**src/hdl/soc_bus_pkg.sv**
```systemverilog
// Wishbone classic types for one 64-bit master; no burst, tag or cycle-type fields
package soc_bus_pkg;

  // ----------------------------------------
  // Bus widths
  // ----------------------------------------
  localparam int unsigned ADDR_WIDTH = 32;
  localparam int unsigned DATA_WIDTH = 64;
  localparam int unsigned SEL_WIDTH  = DATA_WIDTH / 8;

  typedef logic [ADDR_WIDTH-1:0] addr_t;
  typedef logic [DATA_WIDTH-1:0] data_t;
  typedef logic [SEL_WIDTH-1:0]  sel_t;

  // ----------------------------------------
  // Wishbone channels
  // ----------------------------------------

  // Master to slave, held stable until ack or err
  typedef struct packed {
    logic  cyc;
    logic  stb;
    logic  we;
    addr_t adr;
    data_t dat;
    sel_t  sel;
  } wb_req_t;

  // Slave to master, ack and err last one cycle
  typedef struct packed {
    logic  ack;
    logic  err;
    data_t dat;
  } wb_rsp_t;

endpackage
```
**src/hdl/soc_map_pkg.sv**
```systemverilog
// Fixed memory map; the memory window length comes from MEM_WORDS, the boot image is 16 words
package soc_map_pkg;

  // Decode targets of the fabric
  typedef enum logic [1:0] {
    REGION_ROM,
    REGION_MEM,
    REGION_NONE
  } region_e;

  // Word index inside one region
  typedef logic [23:0] word_index_t;

  localparam soc_bus_pkg::addr_t ROM_BASE   = 32'h0001_0000;
  localparam soc_bus_pkg::addr_t ROM_LENGTH = 32'h0001_0000;
  localparam soc_bus_pkg::addr_t MEM_BASE   = 32'h8000_0000;

  localparam int unsigned ROM_IMAGE_WORDS = 16;

  // Boot image, two instructions per word
  localparam soc_bus_pkg::data_t BOOT_IMAGE [ROM_IMAGE_WORDS] = '{
    64'h0000_0297_f140_2573,
    64'h0182_b283_0202_8593,
    64'h0002_8067_0000_0013,
    64'h8000_0537_0010_0593,
    64'h00b5_3023_0005_3603,
    64'h0006_0463_ffdf_f06f,
    64'h1050_0073_0000_0013,
    64'hdead_beef_cafe_f00d,
    64'h0123_4567_89ab_cdef,
    64'hfedc_ba98_7654_3210,
    64'h5a5a_5a5a_a5a5_a5a5,
    64'h0000_0000_ffff_ffff,
    64'h1111_2222_3333_4444,
    64'h8000_0000_0000_0001,
    64'h0bad_c0de_0000_7777,
    64'h0000_0000_0000_0073
  };

endpackage

```
**src/hdl/bus_fabric.sv**
```systemverilog
// Single master, single access in flight; unmapped accesses and ROM writes end in err
`timescale 1ns/10ps

module bus_fabric #(
  parameter int unsigned MEM_WORDS = 1024
) (
  input  logic                 clk_i,
  input  logic                 rst_ni,
  input  soc_bus_pkg::wb_req_t bus_req_i,
  output soc_bus_pkg::wb_rsp_t bus_rsp_o,
  output soc_bus_pkg::wb_req_t rom_req_o,
  input  soc_bus_pkg::wb_rsp_t rom_rsp_i,
  output soc_bus_pkg::wb_req_t mem_req_o,
  input  soc_bus_pkg::wb_rsp_t mem_rsp_i
);

  localparam soc_bus_pkg::addr_t MEM_LENGTH = soc_bus_pkg::addr_t'(MEM_WORDS * 8);

  soc_bus_pkg::addr_t       rom_off;
  soc_bus_pkg::addr_t       mem_off;
  soc_map_pkg::region_e     region;
  soc_map_pkg::region_e     target;
  soc_map_pkg::region_e     target_q;
  soc_map_pkg::word_index_t word_idx;
  logic                     access;
  logic                     err_q;

  // ----------------------------------------
  // Address decode
  // ----------------------------------------

  // Offsets wrap to large values below each base
  assign rom_off = bus_req_i.adr - soc_map_pkg::ROM_BASE;
  assign mem_off = bus_req_i.adr - soc_map_pkg::MEM_BASE;

  always_comb begin
    if (rom_off < soc_map_pkg::ROM_LENGTH) begin
      region   = soc_map_pkg::REGION_ROM;
      word_idx = soc_map_pkg::word_index_t'(rom_off >> 3);
    end else if (mem_off < MEM_LENGTH) begin
      region   = soc_map_pkg::REGION_MEM;
      word_idx = soc_map_pkg::word_index_t'(mem_off >> 3);
    end else begin
      region   = soc_map_pkg::REGION_NONE;
      word_idx = '0;
    end
  end

  // ROM writes are refused like unmapped addresses
  assign target = (region == soc_map_pkg::REGION_ROM && bus_req_i.we) ?
                  soc_map_pkg::REGION_NONE : region;
  assign access = bus_req_i.cyc & bus_req_i.stb;

  always_comb begin
    rom_req_o     = bus_req_i;
    rom_req_o.adr = soc_bus_pkg::addr_t'(word_idx);
    rom_req_o.stb = access & (target == soc_map_pkg::REGION_ROM);
    mem_req_o     = bus_req_i;
    mem_req_o.adr = soc_bus_pkg::addr_t'(word_idx);
    mem_req_o.stb = access & (target == soc_map_pkg::REGION_MEM);
  end

  // ----------------------------------------
  // Error response and in-flight target
  // ----------------------------------------
  always_ff @(posedge clk_i or negedge rst_ni) begin
    if (!rst_ni) begin
      err_q    <= 1'b0;
      target_q <= soc_map_pkg::REGION_NONE;
    end else begin
      err_q <= access & (target == soc_map_pkg::REGION_NONE) & ~err_q;
      if (access) begin
        target_q <= target;
      end
    end
  end

  // Response merge
  always_comb begin
    case (target_q)
      soc_map_pkg::REGION_ROM: bus_rsp_o = rom_rsp_i;
      soc_map_pkg::REGION_MEM: bus_rsp_o = mem_rsp_i;
      default:                 bus_rsp_o = '0;
    endcase
    bus_rsp_o.err = bus_rsp_o.err | err_q;
  end

endmodule

```
**config.mk**
```make
export PLATFORM = sky130hd
export DESIGN_NAME = bus_fabric
export DESIGN_NICKNAME = d
export VERILOG_FILES = /design/src/hdl/soc_bus_pkg.sv /design/src/hdl/soc_map_pkg.sv /design/src/hdl/bus_fabric.sv
export SDC_FILE = /design/constraint.sdc
export NUM_CORES = 1
export LEC_CHECK = 0
export BUFFER_PORTS_ARGS = -buffer_cell sky130_fd_sc_hd__clkbuf_2
export CORE_AREA = 5 5 198 200
export CTS_BUF_LIST = sky130_fd_sc_hd__clkbuf_2 sky130_fd_sc_hd__clkbuf_4 sky130_fd_sc_hd__clkbuf_8
export DETAILED_ROUTE_END_ITERATION = 8
export DIE_AREA = 0 0 203 205
export PLACE_DENSITY_LB_ADDON = 0.12
export RECOVER_POWER = 100
export SLEW_MARGIN = 20
export SYNTH_ARGS = -nofsm -noshare
export SYNTH_HDL_FRONTEND = slang
export SYNTH_SLANG_ARGS = --single-unit
```
**constraint.sdc**
```tcl
create_clock -name clk_i -period 3.25 [get_ports clk_i]
set_input_delay 0.4875 -clock clk_i [delete_from_list [all_inputs] [get_ports clk_i]]
set_output_delay 0.4875 -clock clk_i [all_outputs]
set_load 0.03 [all_outputs]
```
## Word-level counts from Yosys, hierarchy flattened

Index checks and enable logic that the tools add are counted.

| storage, ports and cells | value |
|---|---|
| register bits | 3 |
| bits of input ports | 241 |
| output and inout port bits | 280 |

| operators by class | value |
|---|---|
| $add $sub $neg | 2 |
| magnitude comparators | 2 |
| eq/ne operators | 3 |
| mux-type cells | 6 |
| bitwise operators | 7 |
| reductions and logical operators | 4 |

Operator list:

| kind | count |
|---|---|
| $pmux W66 S2 | 1 |
| $mux W24 | 2 |
| $lt A32 B14 Y1 const B | 1 |
| $lt A32 B17 Y1 const B | 1 |
| $sub A32 B17 Y32 const B | 1 |
| $sub A32 B32 Y32 const B | 1 |
| $logic_not A2 Y1 | 3 |
| $mux W2 | 3 |
| $and A1 B1 Y1 | 5 |
| $eq A2 B1 Y1 const B | 2 |
| $eq A2 B2 Y1 const B | 1 |
| $logic_and A1 B1 Y1 | 1 |
| $not A1 Y1 | 1 |
| $or A1 B1 Y1 | 1 |

## Depth between registers and ports, before layout

Gate-level depths: netlist of run 1.

| depth | value |
|---|---|
| depth after elaboration | 10 |
| gate-level depth with buffers | 8 |
| gate-level depth less buffers | 7 |

## Worst setup path before layout of run 1

Ideal clock, no wire load.

| timing path | value |
|---|---|
| path type | input -> output |
| start point | input port bus_req_i[96] (netlist bit) |
| end point | output port rom_req_o[86] (netlist bit) |
| arrival | 2885 ps |
| setup slack | -122 ps |
| stages | 5 |
| buffers on the path | 1 |
| cells stage by stage | or4_4 a2111oi_4 o2111ai_4 o32ai_1 buf_4 |

RTL lines:

| what | line | source |
|---|---|---|
| start, declared | bus_fabric.sv:9 | `input soc_bus_pkg::wb_req_t bus_req_i,` |
| end, declared | bus_fabric.sv:11 | `output soc_bus_pkg::wb_req_t rom_req_o,` |

==> results.yml, run 1 <==
run_status:
  outcome: "complete, but fails checks"
  violations: "max-capacitance violations, max-slew violations"
cells_and_area:
  mostFrequentLayoutCells: "198 x clkbuf_2, 72 x clkbuf_1, 69 x nor2_1, 66 x mux2i_1, 34 x conb_1"
  nFillCells: 4423
  area_delta_synth_final_pct: 19.4
  mostFrequentLayoutCell: "clkbuf_2"
  nets: 762
  drive_gt1_frac: 0.436
  diodes: 0
clock_tree:
  clockBufferDepth: 2
  cts-root-buf: "clkbuf_8"
  hold_buffers: 0
  htree_levels: 1
  cts.sinks: 3
  clk_pin_slew_ps: 30
  cts_tree: "done"
  cts_buffers: 3
  post_cts_buffers: 0
  clk_latency_ps: 210
  cts_resized: 0
floorplanning:
  die_h_um: 205
  start_util: 0.0823
  rows: 71
  die-area_mm2: 0.0416
  coreArea_mm2: 0.0372
  pin_count: 521
  fp.dieW_um: 203
sta:
  whs_ps: 98.4
  fmax_mhz: 325
  worstMarginPinSlew_ps: 1510
  rsz0062_at_grt: "no"
  setup_tns_ps: 0
  fin_crit_ps: 3080
  setup_viol: 0
  skew_ps: 0
  min_period_over_period: 0.948
  slew_headroom: -0.00653
  hold_viol_final: 0
  slew_violations: 29
drt:
  vias: 2792
  totalWireLength_um: 12900
  first_pass_iters: 4
  dr.first_iter.drc_count: 70
  postRouteAntennaNets: 0
  wl_per_cell_um: 13.0
  avgViaCountPerCell: 2.81
  remaining_drc_errors: 0
critical_path:
  end_kind: "output port"
  path_class: "in -> out"
  required_ps: 2760
  cp.arrival_ps: 2590
  crit_path_start_kind: "primary input"
  path_max_fanout: 10
global_routing:
  grt_pass1_vias: 2856
  grt_overflow_total: 0
  antenna_found_initial: 0
  grt_first_pass_wirelength_um: 17500
  grt_usage: 0.0538
  grt_max_degree: 40
placement:
  gp_congestion: 0.651
  portBuffers: 267
  post-dp-hpwl_um: 11500
pwr:
  power.leakage_nw: 1.52
  ir_worst_vdd_mv: 0.0973
  power_density_mw_per_mm2: 104
flow_run:
  cap_violations: 1
hold_path:
  hp-class: "in -> async"
logic_synthesis:
  synthDistinctLibCells: 43
  yosysSeqAreaShare: 0.0249
  synth_edf_count: 0
  ys_ff_latch: 3
  synth_area_mm2: 0.00306
  async_flop_share: 1.00
  synthFlopType: "dfrtp_1"
  ys_warn_count: 0
  syn_area_per_cell_um2: 7.40
  synthCells: 414
==> routing by layer <==
| metal | GRT usage | share of wire | up-vias |
|---|---|---|---|
| li1 | - | - | 1337 |
| met1 | 0.0593 | 0.35 | 1170 |
| met2 | 0.0888 | 0.47 | 255 |
| met3 | 0.0329 | 0.15 | 30 |
| met4 | 0.0116 | 0.023 | 0 |
| met5 | 0 | 0 | - |
==> power by group <==
group / switching [mW] / total, mW / internal, mW
clock: 0.0215 / 0.113 / 0.0917
combinational: 0.128 / 0.229 / 0.101
sequential: 0.00115 / 0.0395 / 0.0384
total: 0.151 / 0.381 / 0.231
==> worst max-delay path, cell delays in order <==
cell      delay [ps]
clkbuf_2         120
or4_4            570
nand4b_1         210
xor2_1           230
o31ai_2          210
o21ai_4          300
and2_0           230
clkbuf_2         230
==> cells by family (layout without fill, tap and decap cells) <==
family	count (synthesis)	after routing	synth area share
xor+xnor	3	3	0.00858
simple gates	110	110	0.182
other cells	1	34	0.00122
buf+inv	214	285	0.504
compound gates	14	14	0.0515
mux	67	67	0.219
flops	3	3	0.0249
fa+ha+maj	2	2	0.00817
==> through the flow <==
| step | util | total power [mW] | instances | area (um^2) | setup slack (ps) |
|---|---|---|---|---|---|
| floorplan | - | 0.511 | 447 | 3200 | 233 |
| global placement | 0.0996 | 0.271 | 988 | 3710 | 80.9 |
| detailed placement | 0.0996 | 0.271 | 988 | 3710 | 166 |
| CTS | 0.101 | 0.389 | 992 | 3750 | 146 |
| global route | 0.0983 | 0.413 | 992 | 3660 | 33.3 |
| finish | 0.0983 | 0.381 | 992 | 3660 | 170 |
==> cell type report <==
cell class                 count  area (um^2)  area share
inverter                       2         7.51     0.00205
timing repair buffer         279         1350       0.370
sequential                     3         80.1      0.0219
multi-input combinational    230         1570       0.430
clock buffer                   4         48.8      0.0133
tap                          474          593       0.162
==> synth_stat cells (2+ instances only) <==
master	number	share of area
buf_4	197	0.48
nor2_1	69	0.085
mux2i_1	66	0.22
and2_1	13	0.027
clkbuf_1	11	0.013
nand4b_1	5	0.014
nor4_1	5	0.010
xor2_1	3	0.0086
a21oi_1	2	0.0033
buf_1	2	0.0025
buf_2	2	0.0033
dfrtp_1	2	0.016
ha_1	2	0.0082
inv_1	2	0.0025
nand2_1	2	0.0025
nor3_1	2	0.0033
o31ai_1	2	0.0049
or3_1	2	0.0041
==> worst paths after layout <==
kind                                      end  slack, ps      startpoint  cells after the start
worst min-delay path              target_q[0]        100          rst_ni                      1
min in group clk_i                target_q[1]        590  bus_req_i[105]                      3
worst max register to register    target_q[1]       1670     target_q[1]                      3
worst min register to register          err_q        640           err_q                      2
max in group asynchronous         target_q[1]       2900          rst_ni                      1
worst max-delay path            mem_req_o[78]        170   bus_req_i[94]                      8
==> state kept, by name, indices dropped and copies added (netlist names) <==
| signal | cells |
|---|---|
| target_q | 2 |
| err_q | 1 |
No activity file was read; power rests on OpenSTA's default activity.
==> run 2: changes to the inputs <==
--- a/config.mk
+++ b/config.mk
@@ -5,7 +5,7 @@
 export SDC_FILE = /design/constraint.sdc
 export NUM_CORES = 1
 export LEC_CHECK = 0
-export BUFFER_PORTS_ARGS = -buffer_cell sky130_fd_sc_hd__clkbuf_2
+export BUFFER_PORTS_ARGS = -buffer_cell sky130_fd_sc_hd__buf_2
 export CORE_AREA = 5 5 198 200
 export CTS_BUF_LIST = sky130_fd_sc_hd__clkbuf_2 sky130_fd_sc_hd__clkbuf_4 sky130_fd_sc_hd__clkbuf_8
 export DETAILED_ROUTE_END_ITERATION = 8
==> constraint.sdc (replaced) <==
create_clock -name clk_i -period 2.95 [get_ports clk_i]
set_input_delay 0.4425 -clock clk_i [delete_from_list [all_inputs] [get_ports clk_i]]
set_output_delay 0.4425 -clock clk_i [all_outputs]
set_load 0.03 [all_outputs]
==> results.yml, run 2 (synthesis gave the netlist of run 1 again) <==
cells_and_area:
  area_delta_synth_final_pct: 27.9
  layout.cells.non_filler: 1005
  top_regs: "target_q: 2 flops, err_q: 1 flops"
  mostFrequentLayoutCells: "211 x buf_2, 69 x nor2_1, 66 x mux2i_1, 34 x conb_1, 29 x clkbuf_1"
  mostFrequentLayoutCell: "buf_2"
  regMostFlops: "target_q"
  largest_register_ffs: 2
  drive_gt1_frac: 0.546
  fin_util: 0.105
  diodes: 0
  nets: 775
critical_path:
  crit_path_top_delay_cell: "or4_4"
  cp_cell_sequence: "buf_6 -> or4_4 -> a2111oi_4 -> o2111ai_4 -> o21ai_4 -> and2_4 -> buf_4"
  path_max_fanout: 5
  crit_path_start_kind: "primary input"
  crit_family: "compound AO/OA/AOI/OAI gates"
  slowest_delay_ps: 570
  required_ps: 2510
  end_kind: "output port"
  cp.arrival_ps: 2420
  path_buf_inv: 2
  path_class: "in -> out"
global_routing:
  grt_first_pass_wirelength_um: 17700
  grt_overflow_total: 0
  antenna_found_initial: 0
  grt_usage: 0.0546
  grt_pass1_vias: 2959
  grt_max_degree: 60
clock_tree:
  cts.sinks: 3
  clockBufferDepth: 2
  cts_buffers: 3
  clk_pin_slew_ps: 30
  cts-root-buf: "clkbuf_8"
  clk_latency_ps: 220
  htree_levels: 1
  cts_tree: "done"
drt:
  dr.first_iter.drc_count: 53
  wl_per_cell_um: 13.1
  totalWireLength_um: 13200
  remaining_drc_errors: 0
  first_pass_iters: 4
  avgViaCountPerCell: 2.83
  vias: 2846
  postRouteAntennaNets: 0
floorplanning:
  coreArea_mm2: 0.0372
  die-area_mm2: 0.0416
  die_h_um: 205
  fp.dieW_um: 203
  pin_count: 521
  rows: 71
  start_util: 0.0823
sta:
  fin_crit_ps: 2860
  rsz0062_at_grt: "yes"
  slew_violations: 0
  fmax_mhz: 350
  hold_viol_final: 0
  skew_ps: 0
  min_period_over_period: 0.969
  setup_viol: 0
  worstMarginPinSlew_ps: 780
  slew_headroom: 0.480
pwr:
  power.leakage_nw: 1.78
  power_density_mw_per_mm2: 111
  ir_worst_vdd_mv: 0.0596
placement:
  gp_congestion: 0.647
  post-dp-hpwl_um: 11400
  portBuffers: 267
  dp_cells: 999
flow_run:
  cap_violations: 0
run_status:
  outcome: "completed"
hold_path:
  hp-class: "in -> async"
==> run 2: cell count changes in the layout (fill, tap and decap cells not counted), sizes merged <==
cell,before,now
buf,9,246
clkbuf,274,49
o21ai,1,2
==> run 2: final timing paths <==
check / start / endpoint / slack, ps / depth (start not counted)
setup / recovery: bus_req_i[95] / rom_req_o[73] / 90 / 7
hold / removal: rst_ni / err_q / 20 / 1
setup reg to reg: target_q[1] / target_q[1] / 1150 / 3
hold reg to reg: err_q / err_q / 650 / 2
max in group asynchronous: rst_ni / target_q[1] / 2700 / 1
min in group clk_i: bus_req_i[105] / target_q[1] / 550 / 3
==> run 2: area by class of cell <==
| cell class | count | area, um^2 |
|---|---|---|
| fill | 4368 | 33300 |
| multi-input combinational | 231 | 1650 |
| timing repair buffer | 291 | 1550 |
| tap | 474 | 593 |
| sequential | 3 | 77.6 |
| clock buffer | 4 | 48.8 |
| inverter | 2 | 7.51 |
==> run 2: stage by stage <==
step / worst slack [ps] / hold slack [ps] / setup TNS (ps) / instance area (um^2) / power [mW]
after CTS: -28.0 / 11.4 / -62.9 / 3840 / 0.439
after global routing: -16.7 / 30.6 / -159 / 3920 / 0.471
after global placement: -55.1 / 247 / -240 / 3790 / 0.305
after detailed placement: -16.3 / 241 / -47.4 / 3790 / 0.306
after floorplan: 23.2 / 147 / 0 / 3200 / 0.563
final: 90.5 / 22.8 / 0 / 3920 / 0.436
==> run 2: report_power, final <==
| group | switching [mW] | leakage [nW] | total [mW] | internal (mW) |
|---|---|---|---|---|
| logic | 0.146 | 1.72 | 0.264 | 0.118 |
| registers | 0.00127 | 0.0345 | 0.0434 | 0.0422 |
| clock network | 0.0271 | 0.0262 | 0.128 | 0.101 |
==> run 2: per-layer routing <==
layer  vias to the layer above  GRT usage  share of wire
met4                         0     0.0160          0.025
met1                      1195     0.0574           0.34
met2                       257     0.0945           0.49
met3                        35     0.0298           0.14
met5                         -          0              0
li1                       1359          -              -
==> run 2: repair_timing <==
action / in CTS / in global routing
setup endpoints to repair: 6 / 29
cloned: 0 / 1
buffers inserted: 0 / 1
gates resized for setup: 2 / 42
pin swaps: 0 / 10
hold buffers: 0 / 0
==> run 2: worst register-to-register path: cells and delay by family (launching register included) <==
family / cells / cell delay (ps)
flops: 1 / 740
buf+inv: 1 / 660
simple gates: 1 / 190
compound gates: 1 / 120
