===== config.mk =====
export PLATFORM = sky130hd
export DESIGN_NAME = debug_req_gate
export DESIGN_NICKNAME = d
export VERILOG_FILES = /design/src/hdl/debug_req_gate.sv
export SDC_FILE = /design/constraint.sdc
export NUM_CORES = 1
export LEC_CHECK = 0
export BUFFER_PORTS_ARGS = -buffer_cell sky130_fd_sc_hd__buf_2
export CAP_MARGIN = 0
export CORE_AREA = 2 2 39 41
export DETAILED_ROUTE_END_ITERATION = 10
export DIE_AREA = 0 0 41 43
export SETUP_SLACK_MARGIN = 0.5
export SYNTH_ARGS = -nofsm -noshare
export SYNTH_HDL_FRONTEND = slang
export SYNTH_SLANG_ARGS = --single-unit

===== constraint.sdc =====
create_clock -name clk_i -period 1.7 [get_ports clk_i]
set_input_delay 0.085 -clock clk_i [delete_from_list [all_inputs] [get_ports clk_i]]
set_output_delay 0.085 -clock clk_i [all_outputs]
set_load 0.02 [all_outputs]

===== src/hdl/debug_req_gate.sv =====
// Debug request held off for DEBUG_DELAY_CYCLES after reset (one cycle late), blocked when disabled
`timescale 1ns/10ps

module debug_req_gate #(
  parameter int unsigned DEBUG_DELAY_CYCLES = 500
) (
  input  logic clk_i,
  input  logic rst_ni,
  input  logic debug_req_i,
  input  logic debug_en_i,
  output logic debug_req_o
);

  localparam int unsigned CNT_W =
    (DEBUG_DELAY_CYCLES > 0) ? $clog2(DEBUG_DELAY_CYCLES + 1) : 1;

  logic [CNT_W-1:0] cnt_d;
  logic [CNT_W-1:0] cnt_q;
  logic             req_q;

  // Stops at zero
  assign cnt_d = (cnt_q != '0) ? cnt_q - 1'b1 : '0;

  always_ff @(posedge clk_i or negedge rst_ni) begin
    if (!rst_ni) begin
      cnt_q <= CNT_W'(DEBUG_DELAY_CYCLES);
      req_q <= 1'b0;
    end else begin
      cnt_q <= cnt_d;
      req_q <= (cnt_q == '0) & debug_en_i & debug_req_i;
    end
  end

  assign debug_req_o = req_q;

endmodule


# ---- Word level (Yosys, flattened, before mapping)
# Cells that the tools add are included.
dict set report totals {
  reg_bits 10
  latchBits 0
  ramBits 0
  romBits 0
  inputBits 4
  output_inout_bits 1
  elab_cells 8
  n_memories 0
}
dict set report classes {
  addsub 1
  n_mul 0
  div_mod_pow 0
  order_cmp 0
  eq_ne 0
  shifts 0
  n_mux 1
  bitwise_logic 2
  reduce_logical 2
}
# operator count
set op_table {}
lappend op_table {{9-bit logical NOT} 1}
lappend op_table {{9-bit two-way mux} 1}
lappend op_table {{9-bit nonzero test} 1}
lappend op_table {{9-bit by 1-bit subtractor with 9-bit output, second input constant} 1}
lappend op_table {{1-bit AND} 2}

# ---- Logic depth before layout (Yosys ltp)
# Gate-level depths: netlist of run 1.
dict set report logic_depth {
  ltp_word 3
  mapped_depth 5
  depth_no_buf 5
}

# ---- Worst setup path after synthesis of run 1
# OpenSTA, ideal clock, no wires.
dict set report synth_path {
  path_kind {reg-to-reg}
  startpoint {register cnt_q[0]}
  endpoint {register cnt_q[8]}
  setup_ps 77
  arrival_ps 1632
  t_required_ps 1623
  path_slack_ps -9
  stages_incl_launch_ff 6
  n_path_buf 0
  synth_period_minus_slack_ps 1709
  cell_sequence {dfrtp_1 > inv_1 > ha_1 > or3b_4 > or4_4 > o21a_1}
}
dict set report synth_via {
  elab_chain_len 2
  elab_cells_between_ends 3
  cone_classes {add/sub: 1; mux: 1; reduce/logical: 1}
}
# item line_no
set synth_lines {}
lappend synth_lines {{start, declared} 18} ;# logic [CNT_W-1:0] cnt_q;
lappend synth_lines {{start signal, assigned} 26} ;# cnt_q <= CNT_W'(DEBUG_DELAY_CYCLES);
lappend synth_lines {{start signal, assigned} 29} ;# cnt_q <= cnt_d;
lappend synth_lines {{9-bit by 1-bit subtractor with 9-bit output / 9-bit nonzero test (equally long branches)} 22} ;# assign cnt_d = (cnt_q != '0) ? cnt_q - 1'b1 : '0;
lappend synth_lines {{9-bit two-way mux *} 22}
lappend synth_lines {{via cnt_d[8]} 17} ;# logic [CNT_W-1:0] cnt_d;
# The timed path passes the listed nets; every way through them passes the cells marked *.

# ---- Final worst setup path of run 1
dict set report layout_path {
  startpoint {register cnt_q[1]}
  endpoint {register cnt_q[8]}
}
# Same word-level chain as after synthesis.

==> reports/metrics.csv, run 1 <==
metric,value,unit
status,completed,
clock-pin slew on the worst setup and hold paths,70,ps
wl on met1,408,um
Leak,0.328,nW
via count,364,
CP required,1910,ps
CP Cell Sequence,inv_1 > ha_2 > or3b_4 > or4_4 > o21a_1,
wire length on met3,34,um
Routability Congestion,0.744,
H-Tree Depth,1,
GRT Residual Overflow,0,
net count after synthesis,44,
Top Metal Used,met4,
multi-input logic area,244,sq um
largest net degree at the start of global routing,11,
IO Count,5,
input/output buffers,4,
Bufs and invs on worst path,1,
Clock Skew,1.51,ps
DRT antenna net count,0,
clk root buf,clkbuf_4,
GRT Util Overall,13.7,%
Die X,41,um
register area share after synthesis,55.4,%
clock sinks,10,
Cell Pwr Density,713,nW/um^2
Critical Path AT,1900,ps
DIE AREA,1760,sq um
Fmax achieved,0.592,GHz
Layout fillers,129,
Seq. cell area,258,sq um
# rows,14,
Place WS,14.2,ps
routed vias/inst,5.06,
crit path kind,flip-flop to flip-flop,
count of final hold-check violations,0,
peak supply drop,0.427,mV
Starting Density,33.6,%
Std-Cell Core Area,1380,sq um
ant diodes,0,
fin crit period,1690,ps
Synth cell types,23,
first-pass GRT wire length,1560,um
vias in the first global route,362,
routed length on met2,505,um
Crit-path slowest cell,or4_4,
PnR worst setup slack,11.2,ps
CP endpoint kind,flip-flop,
Worst path top cell family by delay,simple AND/OR/NAND/NOR gates,
Final Slew Violations,0,
Rel. slew slack,68.4,%
CTS tree,done,
synth top area cells,"dfstp_2 34%, dfrtp_1 22%, nor4b_4 5.1%",
share of cells above drive strength 1,67.9,%
drt pass-1 iters,3,
top cell type's share of synthesized area,33.9,%
Clock Tree Buf Depth,2,
Max-cap violations,0,
synthesized area per cell,11.9,sq um
WL per Instance,13.5,um
final wirelength,971,um
final-report setup violation count,0,
cell taking the most area after synthesis,dfstp_2,
Inserted Clock Buffers,3,
fin cells,72,
Final #Nets,62,
Iteration-0 DRC Markers,2,
crit-path max cell delay,430,ps
Hold Path Class,input port to flip-flop,
Syn Inst Count,39,
Die Y,43,um
P&R area growth vs syn,41.7,%
DRC viols,0,
RSZ-0062 raised after global routing,yes,
Worst-Skew Late Latency,270,ps
synthesized area,465,sq um
post-route clock period utilization,99.3,%
initial antenna violation count,0,
worst slew pin tran,470,ps
Synth Register Bits,10,
Synthesis Warnings,0,
maximum fanout along the worst path,3,
startpoint types,flip-flop,
Placed Cells,62,
final timing paths:
check,startpoint,endpoint,slack (ps),cells after the start
max in group asynchronous,rst_ni,cnt_q[5],1250,2
setup / recovery,cnt_q[1],cnt_q[8],10,5
min in group asynchronous,rst_ni,cnt_q[3],190,2
hold / removal,debug_en_i,debug_req_o,40,2
setup reg to reg,cnt_q[1],cnt_q[8],10,5
hold reg to reg,cnt_q[8],cnt_q[8],500,1
placed cells by master (no fill, tap or decap):
master and count:
a21oi_1 1, nor2_2 2, o21ai_0 1, nor3_1 1, or3_4 1, ha_2 1
o21ai_1 1, buf_4 8, o21a_1 1, nor4b_4 1, or3b_4 1, nor2_4 1
buf_2 4, and3_1 1, dfrtp_1 4, inv_1 3, dlygate4sd3_1 1, or4_4 2
nor2_1 1, a21o_2 1, clkbuf_8 1, clkbuf_4 3, o21ai_2 1, dfstp_2 6
nor2b_4 1, a211oi_2 1, a21oi_2 1, and3_2 1, o31ai_1 2, xnor2_1 1
mux2_4 1
power by group:
part           internal (W)  switching, W
Clock              0.000130     0.0000870
Sequential         0.000240   0.000000317
Combinational    0.00000530    0.00000721
Total              0.000375     0.0000945
per-stage QoR:
step / setup TNS [ps] / hold slack, ps / area [sq um] / total power [W] / util, %
after floorplan: 0 / -211 / 468 / 0.000246 / -
after global placement: 0 / -42.9 / 531 / 0.000255 / 38.3
after detailed placement: 0 / -44.1 / 531 / 0.000255 / 38.3
after CTS: 0 / 42.4 / 627 / 0.000473 / 45.3
after global routing: -79.4 / 55.9 / 659 / 0.000492 / 47.6
final: 0 / 42.2 / 659 / 0.000470 / 47.6
worst reg2reg max path: cells and delay by family, from the launching register on:
kind,cells,cell delay [ps]
buffers and inverters,1,60
AND/OR/NAND/NOR,2,840
adder cells (fa/ha/maj),1,170
AO/OA/AOI/OAI,1,180
flip-flops,1,380
state kept, by name, indices dropped and copies added (netlist names):
signal and flops:
cnt_q 9, debug_req_o 1
per-layer routing:
| layer | GRT usage [%] | vias up |
|---|---|---|
| met2 | 20.0 | 8 |
| met4 | 8.00 | 0 |
| met3 | 4.71 | 2 |
| met1 | 16.8 | 179 |
| met5 | 0 | - |
| li1 | - | 175 |
area by class of cell:
type	count	share of cell area (%)
Sequential cell	10	39.1
Timing Repair Buffer	13	13.7
Inverter	3	1.71
Multi-Input combinational cell	26	37.0
Clock buffer	4	5.50
Tap cell	16	3.04
Yosys cell counts:
cell type and instances:
inv_1 3, o31ai_1 2, and3_1 1, a211oi_1 1, nor4b_4 1, or3b_4 1
a21o_2 1, mux2_2 1, nor2b_1 1, o21ai_0 2, nor3_1 1, and3_2 1
dfrtp_1 4, dfstp_2 6, a21oi_1 2, ha_1 1, nor2_1 4, or3_1 1
or4_1 1, or4_4 1, xnor2_1 1, o21ai_1 1, o21a_1 1
cell families after synthesis:
| group | count (synthesis) | synth area share (%) |
|---|---|---|
| compound gates | 10 | 13.7 |
| xor+xnor | 1 | 1.88 |
| buf+inv | 3 | 2.42 |
| fa+ha+maj | 1 | 2.69 |
| mux | 1 | 2.42 |
| flops | 10 | 55.4 |
| simple gates | 13 | 21.5 |
timing repair:
item                       4_1_cts  5_1_grt
cloned                           0        0
hold buffers                     1        0
pin swaps                        5        4
resized for setup                7        6
setup endpoints to repair       10       10
setup buffers                    4        1
hold endpoints to repair        10        0
No activity file was read; power rests on OpenSTA's default activity.
==> inputs of run 2 (changes only) <==
--- a/config.mk
+++ b/config.mk
@@ -7,10 +7,9 @@
 export LEC_CHECK = 0
 export BUFFER_PORTS_ARGS = -buffer_cell sky130_fd_sc_hd__buf_2
 export CAP_MARGIN = 0
-export CORE_AREA = 2 2 39 41
+export CORE_AREA = 3 3 40 42
 export DETAILED_ROUTE_END_ITERATION = 10
-export DIE_AREA = 0 0 41 43
-export SETUP_SLACK_MARGIN = 0.5
+export DIE_AREA = 0 0 43 45
 export SYNTH_ARGS = -nofsm -noshare
 export SYNTH_HDL_FRONTEND = slang
 export SYNTH_SLANG_ARGS = --single-unit
==> run 2 against run 1 <==
Net effect: power up 0.57%; fmax about the same; clock power about the same; count of clock-buffer cells in the layout unchanged; utilization down 0.62 points; via count down 8.2%; first-iteration DRC count unchanged; critical path depth unchanged; sequential cell count unchanged; register-to-register slack about the same; global-route usage down 3.8 points; critical path type unchanged.
==> reports/metrics.csv, run 2 (synthesized netlist as in run 1, its figures left out) <==
metric,value,unit
status,completed,
Max-cap violations,0,
P&R area growth vs syn,29.8,%
final-report setup violation count,0,
H-Tree Depth,1,
input/output buffers,4,
Fmax achieved,0.592,GHz
crit path kind,flip-flop to flip-flop,
fin util,47.0,%
"most common cell after layout, fill and taps aside",dfstp_2,
WL per Instance,12.5,um
DRT antenna net count,0,
Die X,43,um
Starting Density,36.2,%
ant diodes,0,
peak supply drop,0.402,mV
Inserted Clock Buffers,3,
Hold Path Class,input port to flip-flop,
routed vias/inst,4.91,
final wirelength,851,um
PnR worst setup slack,10.8,ps
"commonest non-fill, non-tap cells in the layout","6 x dfstp_2, 5 x buf_4, 4 x nor2_1, 4 x dfrtp_1, 4 x buf_2",
maximum fanout along the worst path,3,
Rel. slew slack,74.8,%
Routability Congestion,0.720,
Clock Tree Buf Depth,2,
startpoint types,flip-flop,
clk root buf,clkbuf_4,
largest net degree at the start of global routing,11,
DRC viols,0,
vias in the first global route,264,
Seq. cell area,258,sq um
CP endpoint kind,flip-flop,
Worst-Skew Late Latency,270,ps
Std-Cell Core Area,1280,sq um
Critical Path AT,1900,ps
clock sinks,10,
max FFs per register,9,
Biggest register,cnt_q,
multi-input logic area,213,sq um
Clock Skew,2.87,ps
RSZ-0062 raised after global routing,yes,
GRT Residual Overflow,0,
Place WS,28.9,ps
Cell Pwr Density,782,nW/um^2
drt pass-1 iters,3,
Power Total,0.000473,W
share of cells above drive strength 1,54.7,%
post-route clock period utilization,99.4,%
initial antenna violation count,0,
Iteration-0 DRC Markers,2,
Final Slew Violations,0,
Layout fillers,122,
Post-Layout Inst Area,604,sq um
GRT Util Overall,9.94,%
# rows,13,
Final #Nets,59,
Die Y,45,um
DIE AREA,1940,sq um
Hold Slack,39.2,ps
clock-pin slew on the worst setup and hold paths,70,ps
fin crit period,1690,ps
via count,334,
worst slew pin tran,375,ps
Leak,0.303,nW
Placed Area,537,sq um
CTS tree,done,
first-pass GRT wire length,1280,um
CP required,1910,ps
IO Count,5,
count of final hold-check violations,0,
-- run 2: changes by cell type in the layout (fill, tap and decap cells not counted), moves of 2 or more --
cell,delta
inv_2,+2
inv_1,-2
buf_4,-3
nor2_2,-2
nor2_1,+3
-- run 2: final cells by class --
cell class / instances / share of cell area, %
Sequential cell: 10 / 42.7
Multi-Input combinational cell: 26 / 35.2
Timing Repair Buffer: 10 / 11.2
Clock buffer: 4 / 6.00
Tap cell: 15 / 3.11
Inverter: 3 / 1.86
-- run 2: worst max-delay path, stage by stage, from the launching register on --
cell and delay (ps):
dfrtp_1 400, inv_2 80, ha_4 120, or3b_4 400, or4_4 430, o21a_1 200
-- run 2: worst paths after layout --
| kind | start | end | slack, ps | depth (start not counted) |
|---|---|---|---|---|
| hold reg to reg | cnt_q[6] | cnt_q[6] | 490 | 2 |
| setup reg to reg | cnt_q[1] | cnt_q[8] | 10 | 5 |
| hold / removal | debug_en_i | debug_req_o | 40 | 2 |
| max in group asynchronous | rst_ni | cnt_q[8] | 1260 | 2 |
| setup / recovery | cnt_q[1] | cnt_q[8] | 10 | 5 |
| min in group asynchronous | rst_ni | cnt_q[3] | 190 | 2 |
-- run 2: metal layers --
layer / vias to the layer above / part of all wire [%] / track usage (%)
met5: - / 0 / 0
met4: 0 / 4.3 / 12.7
met3: 6 / 4.1 / 3.59
met2: 8 / 46 / 11.7
met1: 149 / 45 / 12.2
li1: 171 / - / -
-- run 2: timing repair --
| item | CTS | global route |
|---|---|---|
| setup buffers | 0 | 1 |
| endpoints found under the hold margin | 10 | 0 |
| gates resized for setup | 0 | 4 |
| hold buffers | 1 | 0 |
| endpoints found under the setup margin | 0 | 3 |
-- run 2: report_power, final --
group          switching (W)  internal [W]
Sequential       0.000000232      0.000240
Combinational     0.00000707    0.00000531
Clock              0.0000898      0.000130
-- run 2: stage by stage --
step / instances / TNS, ps
2_1_floorplan: 39 / 0
3_3_place_gp: 62 / 0
3_5_place_dp: 62 / 0
4_1_cts: 67 / 0
5_1_grt: 68 / -60.9
6_report: 68 / 0
==> inputs of run 3 (changes only) <==
--- a/config.mk
+++ b/config.mk
@@ -10,6 +10,8 @@
 export CORE_AREA = 3 3 40 42
 export DETAILED_ROUTE_END_ITERATION = 10
 export DIE_AREA = 0 0 43 45
+export GPL_TIMING_DRIVEN = 0
+export RECOVER_POWER = 100
 export SYNTH_ARGS = -nofsm -noshare
 export SYNTH_HDL_FRONTEND = slang
 export SYNTH_SLANG_ARGS = --single-unit
==> run 3 against run 2 <==
Net effect: fmax up 0.14%; sequential share of layout area rose by 0.45 points; utilization decreased by 0.49 points; clock skew decreased by 1.3 ps; critical path type unchanged; largest cell class unchanged; largest power group unchanged.
==> reports/metrics.csv, run 3 (synthesized netlist as in run 1, its figures left out) <==
metric,value,unit
ant diodes,0,
Post-Layout Inst Area,598,sq um
max FFs per register,9,
Final Slew Violations,0,
reg-to-reg startpoint,cnt_q[0],
DRC viols,0,
input/output buffers,4,
capture point of the worst path,cnt_q[8],
Starting Density,36.2,%
clk root buf,clkbuf_4,
largest net degree at the start of global routing,11,
Inserted Clock Buffers,3,
Routability Congestion,0.670,
DRT antenna net count,0,
status,completed,
Die Y,45,um
Cell Pwr Density,768,nW/um^2
# rows,13,
Seq. cell area,258,sq um
first-pass GRT wire length,1410,um
"most common cell after layout, fill and taps aside",dfstp_2,
Rel. slew slack,65.9,%
count of final hold-check violations,0,
Fmax achieved,0.593,GHz
WL per Instance,11.7,um
Max-cap violations,0,
DIE AREA,1940,sq um
Die X,43,um
fin crit period,1690,ps
crit path kind,flip-flop to flip-flop,
Placed Area,507,sq um
critical path launch point,cnt_q[0],
Std-Cell Core Area,1280,sq um
Clock Tree Buf Depth,2,
startpoint types,flip-flop,
Layout fillers,120,
Worst R2R Path Depth,5,
Iteration-0 DRC Markers,5,
peak supply drop,0.456,mV
RSZ-0062 raised after global routing,yes,
H-Tree Depth,1,
Leak,0.294,nW
vias in the first global route,302,
Final #Nets,59,
via count,331,
post-route clock period utilization,99.2,%
"commonest non-fill, non-tap cells in the layout","6 x dfstp_2, 5 x clkbuf_4, 4 x nor2_1, 4 x dfrtp_1, 3 x buf_4",
final wirelength,798,um
clock sinks,10,
multi-input logic area,209,sq um
drt pass-1 iters,2,
Critical Path AT,1880,ps
GRT Residual Overflow,0,
share of cells above drive strength 1,49.1,%
Hold Slack,53.4,ps
Clock Skew,1.54,ps
routed vias/inst,4.87,
P&R area growth vs syn,28.5,%
final-report setup violation count,0,
CTS tree,done,
clock-pin slew on the worst setup and hold paths,60,ps
initial antenna violation count,0,
CP endpoint kind,flip-flop,
WHS Path Cells,2,
CP required,1890,ps
worst slew pin tran,512,ps
IO Count,5,
Worst-Skew Late Latency,260,ps
GRT Util Overall,10.6,%
Reg2Reg Setup Slack,10,ps
maximum fanout along the worst path,4,
Biggest register,cnt_q,
Reg-to-Reg End,cnt_q[8],
Power Total,0.000459,W
Hold Path Class,input port to flip-flop,
==> run 3: cell types whose count changed in the layout (fill, tap and decap cells not counted), sizes merged <==
cell / previous run / this run
buf: 9 / 5
clkbuf: 4 / 8
==> run 3: critical path, stage by stage, from the launching register on <==
cell and delay, ps:
dfrtp_1 410, inv_2 80, ha_4 120, or3b_4 400
or4_4 430, o21a_1 180
==> run 3: worst min path at each step <==
stage	startpoint	endpoint
CTS	debug_en_i	debug_req_o
finish	debug_en_i	debug_req_o
floorplan	rst_ni	cnt_q[0]
global route	debug_en_i	debug_req_o
global placement	rst_ni	cnt_q[3]
detailed placement	rst_ni	cnt_q[3]
==> run 3: power by group <==
group	internal [W]	switching, W
combinational	0.00000460	0.00000706
sequential	0.000240	0.000000273
clock	0.000130	0.0000774
==> run 3: area by class of cell <==
| type | instances | share of cell area (%) |
|---|---|---|
| inverter | 3 | 1.88 |
| multi-input combinational | 26 | 34.9 |
| timing repair buffer | 10 | 10.9 |
| sequential | 10 | 43.1 |
| clock buffer | 4 | 6.07 |
| tap | 15 | 3.14 |
==> run 3: per-stage QoR <==
| step | std cells | setup WS, ps | setup TNS (ps) | utilization [%] |
|---|---|---|---|---|
| 2_1_floorplan | 39 | 4.32 | 0 | - |
| 4_1_cts | 65 | -11.4 | -11.4 | 45.0 |
| 6_report | 68 | 13.2 | 0 | 46.5 |
| 3_3_place_gp | 58 | -75.9 | -153 | 39.4 |
| 5_1_grt | 68 | -47.3 | -131 | 46.5 |
| 3_5_place_dp | 58 | -71.1 | -164 | 39.4 |
==> run 3: metal layers <==
layer	wire, um	vias up	global-route usage (%)
met1	365	149	14.0
met3	51	2	7.17
li1	-	172	-
met4	10	0	5.42
met5	0	-	0
met2	370	8	12.9
==> run 3: repair_timing <==
action / CTS / global route
endpoints found under the setup margin: 5 / 6
endpoints found under the hold margin: 10 / 0
hold buffers: 1 / 0
resized for setup: 3 / 0
gates cloned: 0 / 0
buffers inserted: 2 / 3
pin swaps: 2 / 2
